**src/include/uart_params.svh**
```systemverilog
`ifndef UART_PARAMS_SVH
`define UART_PARAMS_SVH

////////////////////////////////////////
// Serial frame shape
////////////////////////////////////////

// Oversample ticks per bit
`define UART_OVERSAMPLE 16

// Data bits per frame, no parity
`define UART_DATA_BITS 8

////////////////////////////////////////
// Baud divisor
////////////////////////////////////////

`define UART_DIV_BITS 16   // Divisor register width
`define UART_DIV_RESET 4   // Divisor out of reset

`endif
```
**src/logic/uart_bus_pkg.sv**
```systemverilog
package uart_bus_pkg;

	// Wishbone classic request, master side
	typedef struct packed {
		logic cyc;
		logic stb;
		logic we;
		logic [1:0] adr;   // Word address
		logic [31:0] dat;  // Write data
	} wb_req_t;

	// Wishbone classic response, slave side
	typedef struct packed {
		logic ack;         // One cycle per access
		logic [31:0] dat;  // Read data, valid with ack
	} wb_rsp_t;

	// Register map
	typedef enum logic [1:0] {
		reg_data = 2'd0,    // RX byte on read, TX byte on write
		reg_status = 2'd1,  // Flags, read clears sticky bits
		reg_divisor = 2'd2  // Clocks per oversample tick
	} reg_addr_t;

	// Address 3 unmapped

endpackage

```
**src/logic/uart_line_pkg.sv**
```systemverilog
`include "uart_params.svh"

package uart_line_pkg;

	// Receiver FSM
	typedef enum logic [1:0] {
		rx_st_idle,   // Waiting for falling edge
		rx_st_start,  // Counting to middle of start bit
		rx_st_data,   // Sampling data bits
		rx_st_stop    // Sampling stop bit
	} rx_state_t;

	// Transmitter FSM
	typedef enum logic [1:0] {
		tx_st_idle,
		tx_st_start,  // Includes wait for first tick
		tx_st_data,
		tx_st_stop
	} tx_state_t;

	// One received frame, qualified by rx_done
	typedef struct packed {
		logic [`UART_DATA_BITS-1:0] data;  // LSB was first on the line
		logic frame_error;                 // Stop bit sampled low
	} rx_frame_t;

endpackage

```
**src/logic/uart_core.sv**
```systemverilog
`timescale 1ns/1ps
`include "uart_params.svh"

module uart_core (
	input logic clk,
	input logic reset,
	input uart_bus_pkg::wb_req_t bus_req,   // From bus master
	output uart_bus_pkg::wb_rsp_t bus_rsp,
	input logic rx,                         // Serial in, async
	output logic tx                         // Serial out
);
	import uart_bus_pkg::*;
	import uart_line_pkg::*;

	logic [`UART_DIV_BITS-1:0] divisor;
	logic tick;                             // Shared by RX and TX
	logic rx_done;
	rx_frame_t rx_frame;
	logic tx_start;
	logic [`UART_DATA_BITS-1:0] tx_data;
	logic tx_busy;

	baud_tick_gen u_baud_tick_gen (
		.clk(clk),
		.reset(reset),
		.divisor(divisor),
		.tick(tick)
	);

	uart_receiver u_uart_receiver (
		.clk(clk),
		.reset(reset),
		.tick(tick),
		.rx(rx),
		.rx_done(rx_done),
		.rx_frame(rx_frame)
	);

	uart_transmitter u_uart_transmitter (
		.clk(clk),
		.reset(reset),
		.tick(tick),
		.tx_start(tx_start),
		.tx_data(tx_data),
		.tx_busy(tx_busy),
		.tx(tx)
	);

	// Bus side, owns divisor and flags
	uart_wb_regs u_uart_wb_regs (
		.clk(clk),
		.reset(reset),
		.bus_req(bus_req),
		.bus_rsp(bus_rsp),
		.rx_done(rx_done),
		.rx_frame(rx_frame),
		.tx_busy(tx_busy),
		.tx_start(tx_start),
		.tx_data(tx_data),
		.divisor(divisor)
	);

endmodule

```
**src/logic/uart_wb_regs.sv**
```systemverilog
`timescale 1ns/1ps
`include "uart_params.svh"

module uart_wb_regs (
	input logic clk,
	input logic reset,
	input uart_bus_pkg::wb_req_t bus_req,
	output uart_bus_pkg::wb_rsp_t bus_rsp,
	input logic rx_done,                            // New frame from receiver
	input uart_line_pkg::rx_frame_t rx_frame,
	input logic tx_busy,
	output logic tx_start,                          // One clk pulse
	output logic [`UART_DATA_BITS-1:0] tx_data,
	output logic [`UART_DIV_BITS-1:0] divisor
);
	import uart_bus_pkg::*;
	import uart_line_pkg::*;

	reg_addr_t addr;
	logic ack;
	logic seen;                                 // New access this cycle
	logic wr_data;
	logic rd_data;
	logic rd_status;
	logic [31:0] rdata;
	logic [`UART_DATA_BITS-1:0] rx_byte;        // Holding register
	logic rx_valid;
	logic overrun;
	logic frame_error;

	assign addr = reg_addr_t'(bus_req.adr);
	assign seen = bus_req.cyc && bus_req.stb && !ack;  // Ack low, so one ack per access
	assign wr_data = seen && bus_req.we && addr == reg_data;
	assign rd_data = seen && !bus_req.we && addr == reg_data;
	assign rd_status = seen && !bus_req.we && addr == reg_status;

	assign bus_rsp.ack = ack;
	assign bus_rsp.dat = rdata;

	////////////////////////////////////////
	// Bus handshake and control registers
	////////////////////////////////////////

	always_ff @(posedge clk)
	begin
		if (reset)
		begin
			ack <= 1'b0;
			tx_start <= 1'b0;
			rx_valid <= 1'b0;
			overrun <= 1'b0;
			frame_error <= 1'b0;
			divisor <= `UART_DIV_BITS'(`UART_DIV_RESET);
		end
		else
		begin
			ack <= seen;
			tx_start <= wr_data && !tx_busy;  // Write while busy is dropped
			if (seen && bus_req.we && addr == reg_divisor)
				divisor <= bus_req.dat[`UART_DIV_BITS-1:0];
			// Read clears first, new frame wins below
			if (rd_data)
				rx_valid <= 1'b0;
			if (rd_status)
			begin
				overrun <= 1'b0;
				frame_error <= 1'b0;
			end
			if (rx_done)
			begin
				rx_valid <= 1'b1;
				if (rx_valid && !rd_data)
					overrun <= 1'b1;   // Unread byte lost
				if (rx_frame.frame_error)
					frame_error <= 1'b1;
			end
		end
	end

	////////////////////////////////////////
	// Payload registers
	////////////////////////////////////////

	always_ff @(posedge clk)
	begin
		if (rx_done)
			rx_byte <= rx_frame.data;  // Overwrites on overrun
		if (wr_data && !tx_busy)
			tx_data <= bus_req.dat[`UART_DATA_BITS-1:0];
		if (seen)
		begin
			case (addr)
				reg_data: rdata <= 32'(rx_byte);
				reg_status: rdata <= {28'd0, frame_error, overrun, tx_busy, rx_valid};
				reg_divisor: rdata <= 32'(divisor);
				default: rdata <= '0;  // Unmapped
			endcase
		end
	end

endmodule

```
**src/logic/uart_transmitter.sv**
```systemverilog
`timescale 1ns/1ps
`include "uart_params.svh"

module uart_transmitter (
	input logic clk,
	input logic reset,
	input logic tick,                          // Oversample strobe
	input logic tx_start,                      // One clk pulse, ignored while busy
	input logic [`UART_DATA_BITS-1:0] tx_data,
	output logic tx_busy,
	output logic tx                            // Serial line, idles high
);
	import uart_line_pkg::*;

	localparam int tick_w = $clog2(`UART_OVERSAMPLE);
	localparam int idx_w = $clog2(`UART_DATA_BITS);
	localparam logic [tick_w-1:0] last_tick = tick_w'(`UART_OVERSAMPLE - 1);
	localparam logic [idx_w-1:0] last_bit = idx_w'(`UART_DATA_BITS - 1);

	tx_state_t state;
	logic wait_tick;                         // Start bit not yet on the line
	logic [tick_w-1:0] tick_cnt;
	logic [idx_w-1:0] bit_idx;
	logic [`UART_DATA_BITS-1:0] shift_reg;
	logic bit_end;

	assign bit_end = tick && (tick_cnt == last_tick);  // 16 ticks done
	assign tx_busy = (state != tx_st_idle);            // High the edge after tx_start

	always_ff @(posedge clk)
	begin
		if (reset)
		begin
			state <= tx_st_idle;
			wait_tick <= 1'b0;
			tick_cnt <= '0;
			bit_idx <= '0;
			tx <= 1'b1;
		end
		else
		begin
			if (tick)
				tick_cnt <= tick_cnt + 1'b1;
			case (state)
				tx_st_idle:
				begin
					tx <= 1'b1;
					if (tx_start)
					begin
						wait_tick <= 1'b1;
						state <= tx_st_start;
					end
				end
				tx_st_start:
					if (wait_tick)
					begin
						if (tick)
						begin
							tx <= 1'b0;  // Start bit begins on this tick
							tick_cnt <= '0;
							wait_tick <= 1'b0;
						end
					end
					else if (bit_end)
					begin
						tx <= shift_reg[0];
						bit_idx <= '0;
						state <= tx_st_data;
					end
				tx_st_data:
					if (bit_end)
					begin
						bit_idx <= bit_idx + 1'b1;
						if (bit_idx == last_bit)
						begin
							tx <= 1'b1;  // Stop bit
							state <= tx_st_stop;
						end
						else
							tx <= shift_reg[0];
					end
				tx_st_stop:
					if (bit_end)
						state <= tx_st_idle;  // Busy drops here
				default:
					state <= tx_st_idle;
			endcase
		end
	end

	// Byte latch and shift, payload only
	always_ff @(posedge clk)
	begin
		if (state == tx_st_idle && tx_start)
			shift_reg <= tx_data;
		else if (bit_end && (state == tx_st_data || (state == tx_st_start && !wait_tick)))
			shift_reg <= shift_reg >> 1;  // Next bit to [0]
	end

endmodule

```
**src/logic/uart_receiver.sv**
```systemverilog
`timescale 1ns/1ps
`include "uart_params.svh"

module uart_receiver (
	input logic clk,
	input logic reset,
	input logic tick,                          // Oversample strobe
	input logic rx,                            // Async line
	output logic rx_done,                      // One pulse per frame
	output uart_line_pkg::rx_frame_t rx_frame
);
	import uart_line_pkg::*;

	localparam int tick_w = $clog2(`UART_OVERSAMPLE);
	localparam int idx_w = $clog2(`UART_DATA_BITS);
	localparam logic [tick_w-1:0] mid_tick = tick_w'(`UART_OVERSAMPLE / 2 - 1);
	localparam logic [tick_w-1:0] last_tick = tick_w'(`UART_OVERSAMPLE - 1);
	localparam logic [idx_w-1:0] last_bit = idx_w'(`UART_DATA_BITS - 1);

	rx_state_t state;
	logic rx_meta;
	logic rx_sync;
	logic rx_last;                           // Previous synced level, edge detect
	logic [tick_w-1:0] tick_cnt;
	logic [idx_w-1:0] bit_idx;
	logic [`UART_DATA_BITS-1:0] shift_reg;
	logic sample;

	// Bit middle reached, 16 ticks after previous sample
	assign sample = tick && (tick_cnt == last_tick);

	////////////////////////////////////////
	// Input synchronizer
	////////////////////////////////////////

	always_ff @(posedge clk)
	begin
		if (reset)
		begin
			rx_meta <= 1'b1;  // Line idles high
			rx_sync <= 1'b1;
			rx_last <= 1'b1;
		end
		else
		begin
			rx_meta <= rx;
			rx_sync <= rx_meta;
			rx_last <= rx_sync;
		end
	end

	////////////////////////////////////////
	// Receive FSM
	////////////////////////////////////////

	always_ff @(posedge clk)
	begin
		if (reset)
		begin
			state <= rx_st_idle;
			tick_cnt <= '0;
			bit_idx <= '0;
			rx_done <= 1'b0;
		end
		else
		begin
			rx_done <= 1'b0;
			if (tick)
				tick_cnt <= tick_cnt + 1'b1;  // Wraps at 16
			case (state)
				rx_st_idle:
				begin
					tick_cnt <= '0;
					// Falling edge only, a line held low after a bad stop is ignored
					if (rx_last && !rx_sync)
						state <= rx_st_start;
				end
				rx_st_start:
					if (tick && tick_cnt == mid_tick)
					begin
						tick_cnt <= '0;  // Realign to bit middle
						bit_idx <= '0;
						state <= rx_sync ? rx_st_idle : rx_st_data;  // High again, glitch
					end
				rx_st_data:
					if (sample)
					begin
						bit_idx <= bit_idx + 1'b1;
						if (bit_idx == last_bit)
							state <= rx_st_stop;
					end
				rx_st_stop:
					if (sample)
					begin
						rx_done <= 1'b1;
						state <= rx_st_idle;  // Back to idle mid stop bit
					end
				default:
					state <= rx_st_idle;
			endcase
		end
	end

	// Shift register and frame output, qualified by state
	always_ff @(posedge clk)
	begin
		if (sample && state == rx_st_data)
			shift_reg <= {rx_sync, shift_reg[`UART_DATA_BITS-1:1]};  // LSB first
		if (sample && state == rx_st_stop)
		begin
			rx_frame.data <= shift_reg;
			rx_frame.frame_error <= !rx_sync;  // Stop must be high
		end
	end

endmodule

```
**src/logic/baud_tick_gen.sv**
```systemverilog
`timescale 1ns/1ps
`include "uart_params.svh"

module baud_tick_gen (
	input logic clk,
	input logic reset,
	input logic [`UART_DIV_BITS-1:0] divisor,  // Clocks per tick
	output logic tick                          // One clk wide
);

	logic [`UART_DIV_BITS-1:0] count;
	logic [`UART_DIV_BITS-1:0] reload;

	// Zero divisor behaves as 1, so tick every clock
	assign reload = (divisor == '0) ? '0 : divisor - 1'b1;

	always_ff @(posedge clk)
	begin
		if (reset)
		begin
			count <= '0;
			tick <= 1'b0;
		end
		else if (count == '0)
		begin
			count <= reload;  // New divisor picked up here
			tick <= 1'b1;
		end
		else
		begin
			count <= count - 1'b1;
			tick <= 1'b0;
		end
	end

endmodule

```
**config.mk**
```make
export PLATFORM = sky130hd
export DESIGN_NAME = uart_core
export DESIGN_NICKNAME = d
export VERILOG_FILES = /design/src/logic/uart_bus_pkg.sv /design/src/logic/uart_line_pkg.sv /design/src/logic/uart_core.sv /design/src/logic/uart_wb_regs.sv /design/src/logic/uart_transmitter.sv /design/src/logic/uart_receiver.sv /design/src/logic/baud_tick_gen.sv
export VERILOG_INCLUDE_DIRS = /design/src /design/src/include
export SDC_FILE = /design/constraint.sdc
export NUM_CORES = 1
export LEC_CHECK = 0
export BUFFER_PORTS_ARGS = -buffer_cell sky130_fd_sc_hd__buf_2
export CORE_MARGIN = 2
export CORE_UTILIZATION = 60
export CTS_CLUSTER_SIZE = 20
export DETAILED_ROUTE_END_ITERATION = 10
export PLACE_DENSITY_LB_ADDON = 0.12
export SETUP_SLACK_MARGIN = 0.1
export SLEW_MARGIN = 10
export SYNTH_ARGS = -nofsm -noshare
export SYNTH_HDL_FRONTEND = slang
export SYNTH_SLANG_ARGS = --single-unit
```
**constraint.sdc**
```tcl
create_clock -name clk -period 4 [get_ports clk]
set_input_delay 0.8 -clock clk [delete_from_list [all_inputs] [get_ports clk]]
set_output_delay 0.8 -clock clk [all_outputs]
set_load 0.005 [all_outputs]
```
Word level (Yosys, flattened, before mapping)
Cells that the tools add are included.
Operators by class
  add/sub/neg operators: 6
  equal/unequal tests: 26
  mux-type cells: 53
  bitwise gates (word level): 1
  reductions and logical operators: 45
Operators with widths (count)
  case mux 16 bit (3 select lines): 1
  logical NOT 16 bit: 2
  two-way mux 16 bit: 2
  subtractor 16 x 1 -> 16 bit (second input constant): 2
  two-way mux 2 bit: 12
  two-way mux 4 bit: 6
  inequality test 2 x 1 -> 1 bit (second input constant): 10
  logical AND 1 bit: 19
  two-way mux 1 bit: 18
  two-way mux 8 bit: 2
  case mux 2 bit (4 select lines): 2
  two-way mux 3 bit: 5
  case mux 3 bit (2 select lines): 2
  nonzero test 2 bit: 6
  == test 2 bit (second input constant): 5
  adder 4 x 1 -> 4 bit (second input constant): 2
  == test 4 bit (second input constant): 2
  case mux 4 bit (2 select lines): 1
  AND reduction 4 bit: 2
  adder 3 x 1 -> 3 bit (second input constant): 2
  == test 2 x 1 -> 1 bit (second input constant): 3
  == test 3 bit (second input constant): 2
  logical NOT 1 bit: 6
  logical NOT 2 bit: 3
  other kinds (14): 14
Storage, ports and cells
  register bits after elaboration: 135
  bits of input ports: 40
  output and inout port bits: 34
  logic and storage cells: 158

Longest topological paths before layout
Gate-level depths: netlist (run 1).
  word-level depth: 8
  gate-level depth with buffers: 8
  depth with buffers taken out: 7

By module
A second synthesis (run 1) with hierarchy kept.
Unflattened totals
  cells, all modules: 505
  area, all modules: 5589.1 um2
By module, submodules not included
  uart_wb_regs: times used 1, cells an instance 176, area each 2249.7 um2, seq. area each 1381.3 um2
  uart_receiver: times used 1, cells an instance 84, area each 1159.9 um2, seq. area each 770.7 um2
  baud_tick_gen: times used 1, cells an instance 146, area each 1158.6 um2, seq. area each 340.3 um2
  uart_transmitter: times used 1, cells an instance 99, area each 1021.0 um2, seq. area each 460.4 um2

Worst setup path before layout (run 1)
No wires, ideal clock.
  kind: input to register
  from: in bus_req[35] (netlist bit)
  to: reg u_uart_wb_regs.tx_data[0] (enable)
  library setup time: 0.397 ns
  data arrival time: 2.269 ns
  required time: 3.603 ns
  path slack: 1.334 ns
  stages: 4
  buffers on the path: 0
  path through: nand3b_1 > inv_1 > nand2_1 > nor4_1
Between the ends
  word-level cells in the longest chain between the ends: 5
Ends and longest elaborated chain
  from (decl): line uart_core.sv:7  | input uart_bus_pkg::wb_req_t bus_req,
  logical AND 1 bit (2 in a row): line uart_wb_regs.sv:32  | assign seen = bus_req.cyc && bus_req.stb && !ack;
  net u_uart_wb_regs.seen: line uart_wb_regs.sv:21  | logic seen;
  logical AND 1 bit (2 in a row): line uart_wb_regs.sv:33  | assign wr_data = seen && bus_req.we && addr == reg_data;
  logical AND 1 bit: line uart_wb_regs.sv:88  | if (wr_data && !tx_busy)
  to (signal assigned): line uart_wb_regs.sv:89  | tx_data <= bus_req.dat[`UART_DATA_BITS-1:0];
  to (decl): line uart_wb_regs.sv:13  | output logic [`UART_DATA_BITS-1:0] tx_data,
The timed path passes the listed nets, and every way through them passes these cells.
A chain may end at the register's enable or synchronous reset.

Worst setup path in the final report (run 1)
  from: reg u_baud_tick_gen.tick
  to: reg u_uart_transmitter.shift_reg[5] (enable)
Between the ends
  word-level cells in the longest chain between the ends: 3
Ends and longest elaborated chain
  from (decl): line baud_tick_gen.sv:8  | output logic tick
  from (signal assigned): line baud_tick_gen.sv:22  | tick <= 1'b0;
  from (signal assigned): line baud_tick_gen.sv:27  | tick <= 1'b1;
  from (signal assigned): line baud_tick_gen.sv:32  | tick <= 1'b0;
  logical AND 1 bit: line uart_transmitter.sv:27  | assign bit_end = tick && (tick_cnt == last_tick);
  logical AND 1 bit: line uart_transmitter.sv:96  | else if (bit_end && (state == tx_st_data || (state == tx_st_start && !wait_tick)))
  nonzero test 2 bit (no line)
  to (signal assigned): line uart_transmitter.sv:95  | shift_reg <= tx_data;
  to (signal assigned): line uart_transmitter.sv:97  | shift_reg <= shift_reg >> 1;
  to (decl): line uart_transmitter.sv:24  | logic [`UART_DATA_BITS-1:0] shift_reg;
Every way passes these cells.

==> impl_metrics.json, run 1 <==
{
  "status": "complete, no violations",
  "die_width_um": 98.2,
  "layoutNonFillerInstCount": 664,
  "place.detailed.hpwl_um": 7340,
  "synthArstFlopShare_pct": 0,
  "max_slew_margin_pct": 25.2,
  "drt_drc_violations_left": 0,
  "synth_edf_count": 57,
  "netlist_area_sq_um": 5330,
  "synth_cell_types": 54,
  "setup_tns_final_ns": 0,
  "max-cap-violations": 0,
  "top_level_ports": 74,
  "cts_htree_levels": 4,
  "synthesized_instance_count": 501,
  "cts_tree": "yes",
  "avgSynthCellArea_sq_um": 10.6,
  "timing.hold.worst_endpoint": "u_uart_receiver.rx_sync",
  "maximum_operating_frequency_mhz": 406,
  "number_of_global_route_vias_before_repair": 3825,
  "grt_usage_pct": 24.6,
  "postRouteWirelength_um": 11300,
  "first_pass_grt_wire_length_um": 18500,
  "port_buffers": 41,
  "route.antenna.remaining_nets": 0,
  "cts_buffer_depth": 2,
  "gp_routability_congestion": 0.840,
  "cp.required_ns": 4.14,
  "hold_slack_ns": 0.407,
  "die_y_um": 98.2,
  "worst-endpoint-arrival_ns": 2.60,
  "synth_area_leaders": "edfxtp_1, dfxtp_1, ha_1",
  "cts_sink_count": 119,
  "yosysSeqAreaShare_pct": 55.4,
  "clkTransAtPathRegs_ns": 0.06,
  "post-synth-top-count-cell": "dfxtp_1",
  "critical_path.max_stage_delay_ns": 0.98,
  "antenna_violations_before_repair": 0,
  "finalMaxSlewViolations": 0,
  "critical_path.startpoint_type": "flop",
  "detailedRoute.firstIterationViolations": 223,
  "area.growth.synth_to_final_pct": 16.7,
  "vias": 3839,
  "timing.rr.start": "u_baud_tick_gen.tick",
  "worst_hold_startpoint": "u_uart_receiver.rx_meta",
  "layout_worst_path_cycle_share_pct": 61.6,
  "cts_hold_repair.buffers": 0,
  "critical_path.cell_chain": "nand4_1 -> o21ai_0",
  "die_area_sq_um": 9650,
  "clock_tree.root_cell": "clkbuf_8",
  "vias_per_cell": 5.78,
  "critical_path.reg2reg.endpoint": "u_uart_transmitter.shift_reg[5]",
  "antenna-diode-count": 0,
  "setup_violations": 0,
  "post_cts.repair.setup_buffers": 0,
  "hold_depth": 1,
  "synth.yosys.warnings": 0,
  "largest_net_degree_at_the_start_of_global_routing": 49,
  "share_of_yosys_cell_area_claimed_by_the_top_area_cell_type_pct": 32.1,
  "startpoint": "u_baud_tick_gen.tick",
  "routedWlPerCell_um": 17.1,
  "floorplan.core_area_sq_um": 8680,
  "ff2ff_path_depth": 2,
  "power_density_nw_per_um2": 609,
  "unrepaired_setup_endpoints_after_global_routing": "false",
  "ff2ff_setup_slack_ns": 1.54,
  "synth_seq_cells": 119,
  "end_kind": "flop",
  "timing.clock.skew_ns": 0.0101,
  "critical_path_peak_fanout": 15,
  "grt.overflow.total": 0,
  "synth_top_flop_cell": "dfxtp_1",
  "max_slew.worst_pin.slew_ns": 1.11,
  "floorplan.initialDensity_pct": 61.4,
  "fp-row-count": 34,
  "p_leak_nw": 2.40,
  "drt-pass1-iter-count": 4,
  "hold_viol_final": 0,
  "dp_cells": 632,
  "crit_path_top_delay_cell": "o21ai_0",
  "ir_drop_uv": 309,
  "post-route-min-period_ns": 2.46,
  "reg_top3": "u_baud_tick_gen.count: 16 flops, u_uart_wb_regs.divisor: 16 flops, u_uart_wb_regs.rdata: 16 flops",
  "power.total_mw": 3.79,
  "layout_nets": 601,
  "post_synth_most_frequent_cells": "dfxtp_1, nand2_1, edfxtp_1",
  "hp-class": "reg -> reg",
  "synth_top_area_cell": "edfxtp_1",
  "crit_type": "reg -> reg",
  "cts_made_buffers": 17,
  "drive_gt1_share_pct": 16.5,
  "cts_repair_resize_count": 0,
  "clk_latency_worst_skew_pair_ns": 0.52
}
-- layout make-up --
| type | count | area (sq um) |
|---|---|---|
| inverters | 18 | 67.6 |
| fillers | 623 | 2460 |
| clock inverters | 14 | 246 |
| repair buffers | 43 | 220 |
| well taps | 108 | 135 |
| multi-input cells | 344 | 2170 |
| clock buffers | 18 | 428 |
| flip-flops and latches | 119 | 2950 |
-- stage by stage --
step / area, sq um / worst slack (ns) / utilization, %
4_1_cts: 6220 / 1.54 / 71.7
5_1_grt: 6220 / 1.32 / 71.7
3_5_place_dp: 5550 / 1.35 / 63.9
2_1_floorplan: 5390 / 1.33 / -
6_report: 6220 / 1.54 / 71.7
3_3_place_gp: 5550 / 1.40 / 63.9
-- where the power goes --
part	internal, mW	total, mW	switching [mW]
combinational	0.272	0.622	0.350
clock	1.16	1.73	0.572
sequential	1.35	1.43	0.0864
-- cell usage in the layout, fill, tap and decap left out, types with 7 or more instances in the layout --
master     Yosys  final
mux2_2         7      7
a21oi_1       29     29
buf_2          0     41
xnor2_1       10     10
dfxtp_1       62     62
conb_1         1     16
inv_1         17     17
nand4_1        8      8
nor3_1         7      7
edfxtp_1      57     57
nor2_1        43     43
nand2_1       60     60
o21ai_0        9      9
nand3_1       17     17
and2_1        12     12
and3_1         7      7
ha_1          18     18
clkbuf_16      0     16
mux2i_1       16     16
xor2_1        17     17
-- per-layer routing --
metal	wire length (um)	share of wire, %	vias to the layer above	track usage (%)
li1	-	-	1842	-
met1	4820	43	1837	31.1
met2	5760	51	144	41.2
met3	643	5.7	16	5.87
met4	123	1.1	0	9.48
met5	0	0	-	0
-- how the worst max path moves through the flow --
stage,to,slack (ns),cells after the start
CTS,u_uart_transmitter.shift_reg[5],1.54,2
global route,u_uart_transmitter.shift_reg[4],1.32,2
finish,u_uart_transmitter.shift_reg[5],1.54,2
floorplan,u_uart_wb_regs.tx_data[0],1.33,4
detailed placement,u_uart_wb_regs.divisor[7],1.35,5
global placement,u_uart_wb_regs.divisor[11],1.40,5
-- kinds of logic after synthesis --
group | share of synthesized area [%]
and+or+nand+nor | 17.7
DFF | 55.4
AOI/OAI and AO/OA | 8.78
buffers and inverters | 4.93
xor gates and xnor gates | 4.44
muxes | 4.48
adders and majority gates | 4.23
other | 0.0704
-- critical path: cells and delay by family (launching register included) --
kind / cells / cell delay, ns
AO/OA/AOI/OAI: 1 / 0.98
flip-flops: 1 / 0.68
AND/OR/NAND/NOR: 1 / 0.42
Note: power is estimated with default switching activity, not from simulation.
==> run 2: changes to the inputs <==
ABC_AREA = 1   (was unset)
CORE_UTILIZATION = 58   (was 60)
clock period = 2.3 ns   (was 4 ns; I/O delays follow)
==> run 2 against run 1 <==
Against the previous run: fmax grew 29%; worst setup slack worse by 1.1 ns; synthesized area rose by 5.0%; register-to-register slack worse by 1.1 ns; flip-flop and latch count unchanged; largest cell class unchanged.
==> impl_metrics.json, run 2 <==
{
  "most_common_library_cell_in_the_layout_ignoring_fill_and_taps": "nand2_1",
  "post_cts.repair.setup_buffers": 0,
  "cell_area_after_placement_sq_um": 5900,
  "netlist_area_sq_um": 5600,
  "place.detailed.hpwl_um": 8460,
  "finalMaxSlewViolations": 0,
  "number_of_fill_cells_in_the_layout": 758,
  "cts_htree_levels": 4,
  "synth_seq_cells": 119,
  "synth_cell_types": 37,
  "grt_usage_pct": 24.9,
  "share_of_yosys_cell_area_claimed_by_the_top_area_cell_type_pct": 30.6,
  "routedWlPerCell_um": 14.1,
  "synth_area_leaders": "edfxtp_1, dfxtp_1, nand2_1",
  "drt-pass1-iter-count": 5,
  "postRouteWirelength_um": 11800,
  "fp-row-count": 35,
  "grt.overflow.total": 0,
  "multi_input_logic_area_sq_um": 2270,
  "antenna-diode-count": 0,
  "unrepaired_setup_endpoints_after_global_routing": "false",
  "vias": 4374,
  "setup_violations": 0,
  "cts_buffer_depth": 2,
  "p_leak_nw": 2.76,
  "commonest_cells_after_routing_fill_and_taps_aside": "nand2_1, nor2_1, dfxtp_1, inv_1, edfxtp_1",
  "synth_top_area_cell": "edfxtp_1",
  "critical_path.endpoint": "u_uart_transmitter.wait_tick",
  "floorplan.core_area_sq_um": 9280,
  "hp-class": "in -> reg",
  "end_kind": "flop",
  "yosysSeqAreaShare_pct": 52.7,
  "floorplan.initialDensity_pct": 60.3,
  "cts_repair_resize_count": 0,
  "detailedRoute.firstIterationViolations": 268,
  "die_width_um": 102,
  "crit_type": "reg -> reg",
  "cp.required_ns": 2.76,
  "synthArstFlopShare_pct": 0,
  "drive_gt1_share_pct": 17.7,
  "area.growth.synth_to_final_pct": 15.8,
  "cts_hold_repair.buffers": 0,
  "clkTransAtPathRegs_ns": 0.06,
  "avgSynthCellArea_sq_um": 8.72,
  "worst-endpoint-arrival_ns": 2.37,
  "post-route-min-period_ns": 1.91,
  "clock_tree.root_cell": "clkbuf_8",
  "drt_drc_violations_left": 0,
  "route.antenna.remaining_nets": 0,
  "critical_path.reg2reg.endpoint": "u_uart_transmitter.wait_tick",
  "ir_drop_uv": 730,
  "synth_top_flop_cell": "dfxtp_1",
  "reg_top3": "u_baud_tick_gen.count: 16 flops, u_uart_wb_regs.divisor: 16 flops, u_uart_wb_regs.rdata: 16 flops",
  "first_pass_grt_wire_length_um": 19800,
  "port_buffers": 41,
  "max_slew.worst_pin.slew_ns": 0.689,
  "die_y_um": 102,
  "clk_latency_worst_skew_pair_ns": 0.53,
  "vias_per_cell": 5.21,
  "setup_tns_final_ns": 0,
  "synth.yosys.warnings": 0,
  "post_synth_most_frequent_cells": "nand2_1, nor2_1, dfxtp_1",
  "post-synth-top-count-cell": "nand2_1",
  "area.sequential_sq_um": 2950,
  "startpoint": "u_uart_transmitter.state[0]",
  "antenna_violations_before_repair": 0,
  "synth_edf_count": 57,
  "layout_worst_path_cycle_share_pct": 83.0,
  "status": "complete, no violations",
  "layout_nets": 756,
  "max_slew_margin_pct": 53.8,
  "critical_path.startpoint_type": "flop",
  "critical_path_peak_fanout": 10,
  "timing.clock.skew_ns": 0.0123,
  "largest_net_degree_at_the_start_of_global_routing": 33,
  "cts_tree": "yes",
  "stdcell_area_sq_um": 6480,
  "ff2ff_setup_slack_ns": 0.39,
  "maximum_operating_frequency_mhz": 524,
  "timing.rr.start": "u_uart_transmitter.state[0]",
  "max-cap-violations": 0,
  "hold_viol_final": 0,
  "die_area_sq_um": 10500,
  "top_level_ports": 74,
  "cts_made_buffers": 17,
  "number_of_global_route_vias_before_repair": 4413,
  "synthesized_instance_count": 642,
  "gp_routability_congestion": 0.862,
  "cts_sink_count": 119,
  "ff2ff_path_depth": 7,
  "power_density_nw_per_um2": 1180
}
[run 2: logic make-up (layout without fill, tap and decap cells)]
logic type / Yosys count / after routing / synth area share (%)
other cells: 1 / 16 / 0.0670
flops: 119 / 119 / 52.7
buf+inv: 93 / 147 / 7.73
xor+xnor: 13 / 13 / 2.03
compound gates: 85 / 85 / 8.61
simple gates: 313 / 313 / 24.8
fa+ha+maj: 18 / 18 / 4.02
[run 2: final cells by class]
type | count | area share (%)
sequential | 119 | 45.6
multi-input combinational | 445 | 35.0
clock buffer | 17 | 6.39
timing repair buffer | 50 | 4.21
inverter | 65 | 3.76
clock inverter | 15 | 2.57
tap | 129 | 2.49
[run 2: per-layer routing]
| layer | wire length, um | track usage (%) | vias to the layer above |
|---|---|---|---|
| li1 | - | - | 2196 |
| met1 | 4940 | 28.0 | 2056 |
| met2 | 6130 | 44.3 | 103 |
| met3 | 561 | 6.29 | 19 |
| met4 | 186 | 11.5 | 0 |
| met5 | 0 | 0 | - |
[run 2: how the worst min path moves through the flow]
stage                            start  slack, ns                      end  depth (start not counted)
6_report                            rx       0.12  u_uart_receiver.rx_meta                          2
5_1_grt                             rx       0.10  u_uart_receiver.rx_meta                          2
4_1_cts                             rx       0.10  u_uart_receiver.rx_meta                          2
3_5_place_dp   u_uart_receiver.rx_meta       0.40  u_uart_receiver.rx_sync                          1
3_3_place_gp   u_uart_receiver.rx_meta       0.39  u_uart_receiver.rx_sync                          1
2_1_floorplan  u_uart_receiver.rx_meta       0.39  u_uart_receiver.rx_sync                          1
[run 2: report_power, final]
part | switching [mW] | leakage (nW) | internal (mW)
clock network | 1.03 | 0.282 | 1.56
registers | 0.192 | 1.03 | 2.45
logic | 1.57 | 1.45 | 0.864
total | 2.79 | 2.76 | 4.88
[run 2: worst max-delay path, cell delays in order, from the launching register on]
cell      delay [ns]
dfxtp_1         0.36
inv_1           0.09
ha_1            0.26
nand2_1         0.28
clkinv_1        0.35
a21oi_1         0.24
o21ai_0         0.13
a21oi_1         0.13
[run 2: stage by stage]
stage / hold WS, ns / worst slack [ns] / util [%] / power [mW] / instances
final: 0.118 / 0.392 / 69.8 / 7.67 / 840
after global placement: 0.393 / 0.250 / 63.6 / 4.99 / 808
after global routing: 0.102 / 0.248 / 69.8 / 8.15 / 840
after CTS: 0.100 / 0.132 / 69.8 / 7.69 / 840
after detailed placement: 0.396 / 0.141 / 63.6 / 5.08 / 808
after floorplan: 0.389 / 0.102 / - / 4.64 / 657
==> run 3: changes to the inputs <==
ABC_AREA = 0   (was 1)
CORE_UTILIZATION = 57   (was 58)
clock period = 1.9 ns   (was 2.3 ns; I/O delays follow)
==> run 3 against run 2 <==
Against the previous run: the flow now finishes with violations (setup timing); cell area increased by 3.2%; routed wire length shrank 3.5%; global-route usage fell by 1.7 points; sequential share of layout area shrank 1.3 points.
==> impl_metrics.json, run 3 (synthesis results as in run 1) <==
{
  "status": "complete, but fails checks",
  "violations_in_the_final_reports": "setup timing",
  "cts_made_buffers": 17,
  "finalWorstSetupSlack_ns": -0.236,
  "grt.overflow.total": 0,
  "max_slew.worst_pin.slew_ns": 0.567,
  "timing.clock.skew_ns": 0.00923,
  "ir_drop_uv": 752,
  "worst-endpoint-arrival_ns": 2.50,
  "clkTransAtPathRegs_ns": 0.05,
  "commonest_cells_after_routing_fill_and_taps_aside": "nand2_1, dfxtp_1, edfxtp_1, buf_4, buf_2",
  "layout_nets": 646,
  "layoutNonFillerInstCount": 712,
  "floorplan.initialDensity_pct": 58.2,
  "antenna-diode-count": 0,
  "hold_viol_final": 0,
  "max_slew_margin_pct": 62.2,
  "setup_violations": 5,
  "cts_sink_count": 119,
  "largest_net_degree_at_the_start_of_global_routing": 48,
  "hp-class": "in -> reg",
  "hold_slack_ns": 0.0642,
  "post-place-ws_ns": -0.228,
  "worst_path_dominant_cell_family": "simple AND/OR/NAND/NOR gates",
  "die_area_sq_um": 10100,
  "power.total_mw": 8.02,
  "finalMaxSlewViolations": 0,
  "drt_drc_violations_left": 0,
  "vias_per_cell": 5.56,
  "critical_path.max_stage_delay_ns": 0.53,
  "place.detailed.hpwl_um": 7730,
  "drt-pass1-iter-count": 5,
  "p_leak_nw": 2.62,
  "fp-row-count": 35,
  "cts_htree_levels": 4,
  "power_density_nw_per_um2": 1200,
  "drive_gt1_share_pct": 26.8,
  "clock_tree.root_cell": "clkbuf_8",
  "unrepaired_setup_endpoints_after_global_routing": "true",
  "number_of_global_route_vias_before_repair": 3790,
  "area.growth.synth_to_final_pct": 25.6,
  "critical_path.n_buffers_inverters": 0,
  "cts_hold_repair.buffers": 0,
  "vias": 3961,
  "grt_usage_pct": 23.2,
  "route.antenna.remaining_nets": 0,
  "gp_routability_congestion": 0.906,
  "floorplan.core_area_sq_um": 9150,
  "die_y_um": 101,
  "end_kind": "flop",
  "cts_tree": "yes",
  "critical_path.cell_chain": "or4_4 -> or4_4 -> or4_4 -> xor2_1 -> o32ai_2",
  "crit_type": "reg -> reg",
  "dp_cells": 675,
  "antenna_violations_before_repair": 0,
  "postLayoutCoreUtil_pct": 73.1,
  "top_level_ports": 74,
  "routedWlPerCell_um": 16.0,
  "critical_path.startpoint_type": "flop",
  "cts_buffer_depth": 2,
  "cpMostUsedCell": "or4_4",
  "most_common_library_cell_in_the_layout_ignoring_fill_and_taps": "nand2_1",
  "first_pass_grt_wire_length_um": 18100,
  "clk_latency_worst_skew_pair_ns": 0.50,
  "max-cap-violations": 0,
  "critical_path_peak_fanout": 4,
  "crit_path_top_delay_cell": "or4_4",
  "cp.required_ns": 2.26,
  "layout_worst_path_cycle_share_pct": 112,
  "reg_top3": "u_baud_tick_gen.count: 16 flops, u_uart_wb_regs.divisor: 16 flops, u_uart_wb_regs.rdata: 16 flops",
  "die_width_um": 101,
  "port_buffers": 41,
  "postRouteWirelength_um": 11400,
  "maximum_operating_frequency_mhz": 468,
  "post-route-min-period_ns": 2.14,
  "detailedRoute.firstIterationViolations": 216
}
[run 3: cell type report]
type / instances / area, sq um
flip-flops and latches: 119 / 2960
fillers: 629 / 2460
multi-input cells: 344 / 2350
repair buffers: 88 / 573
clock buffers: 18 / 418
clock inverters: 14 / 180
well taps: 111 / 139
inverters: 18 / 71.3
[run 3: worst paths after layout]
check / endpoint / slack, ns / depth (start not counted) / from
worst min register to register: u_uart_receiver.rx_sync / 0.41 / 1 / u_uart_receiver.rx_meta
worst max register to register: u_baud_tick_gen.count[13] / -0.24 / 5 / u_baud_tick_gen.count[3]
worst min-delay path: u_uart_receiver.rx_meta / 0.06 / 2 / rx
worst max-delay path: u_baud_tick_gen.count[13] / -0.24 / 5 / u_baud_tick_gen.count[3]
[run 3: stage by stage]
stage	area [sq um]	TNS, ns
final	6690	-0.680
after global routing	6690	-1.09
after CTS	6510	-0.575
after detailed placement	5880	-0.831
after global placement	5880	-0.368
after floorplan	5410	-0.249
[run 3: layer usage]
| metal | vias up | GRT usage, % | part of all wire [%] |
|---|---|---|---|
| met5 | - | 0 | 0 |
| met4 | 0 | 7.90 | 1.4 |
| met3 | 18 | 5.76 | 5.3 |
| met2 | 123 | 36.9 | 48 |
| met1 | 1892 | 31.2 | 45 |
| li1 | 1928 | - | - |
[run 3: timing repair]
action	CTS	global route
setup endpoints to repair	19	32
setup buffers	1	5
resized for setup	6	35
pin swaps	2	10
[run 3: worst reg2reg max path: cells and delay by family, from the launching register on]
| family | cells | cell delay, ns |
|---|---|---|
| AND/OR/NAND/NOR | 3 | 1.43 |
| AO/OA/AOI/OAI | 1 | 0.10 |
| flip-flops | 1 | 0.31 |
| XOR/XNOR | 1 | 0.17 |
[run 3: report_power, final]
part | total (mW) | internal, mW | switching (mW) | leakage (nW)
Sequential | 2.99 | 2.84 | 0.149 | 1.03
Clock | 3.20 | 2.11 | 1.09 | 0.290
Combinational | 1.83 | 0.907 | 0.928 | 1.30
Total | 8.02 | 5.86 | 2.17 | 2.62
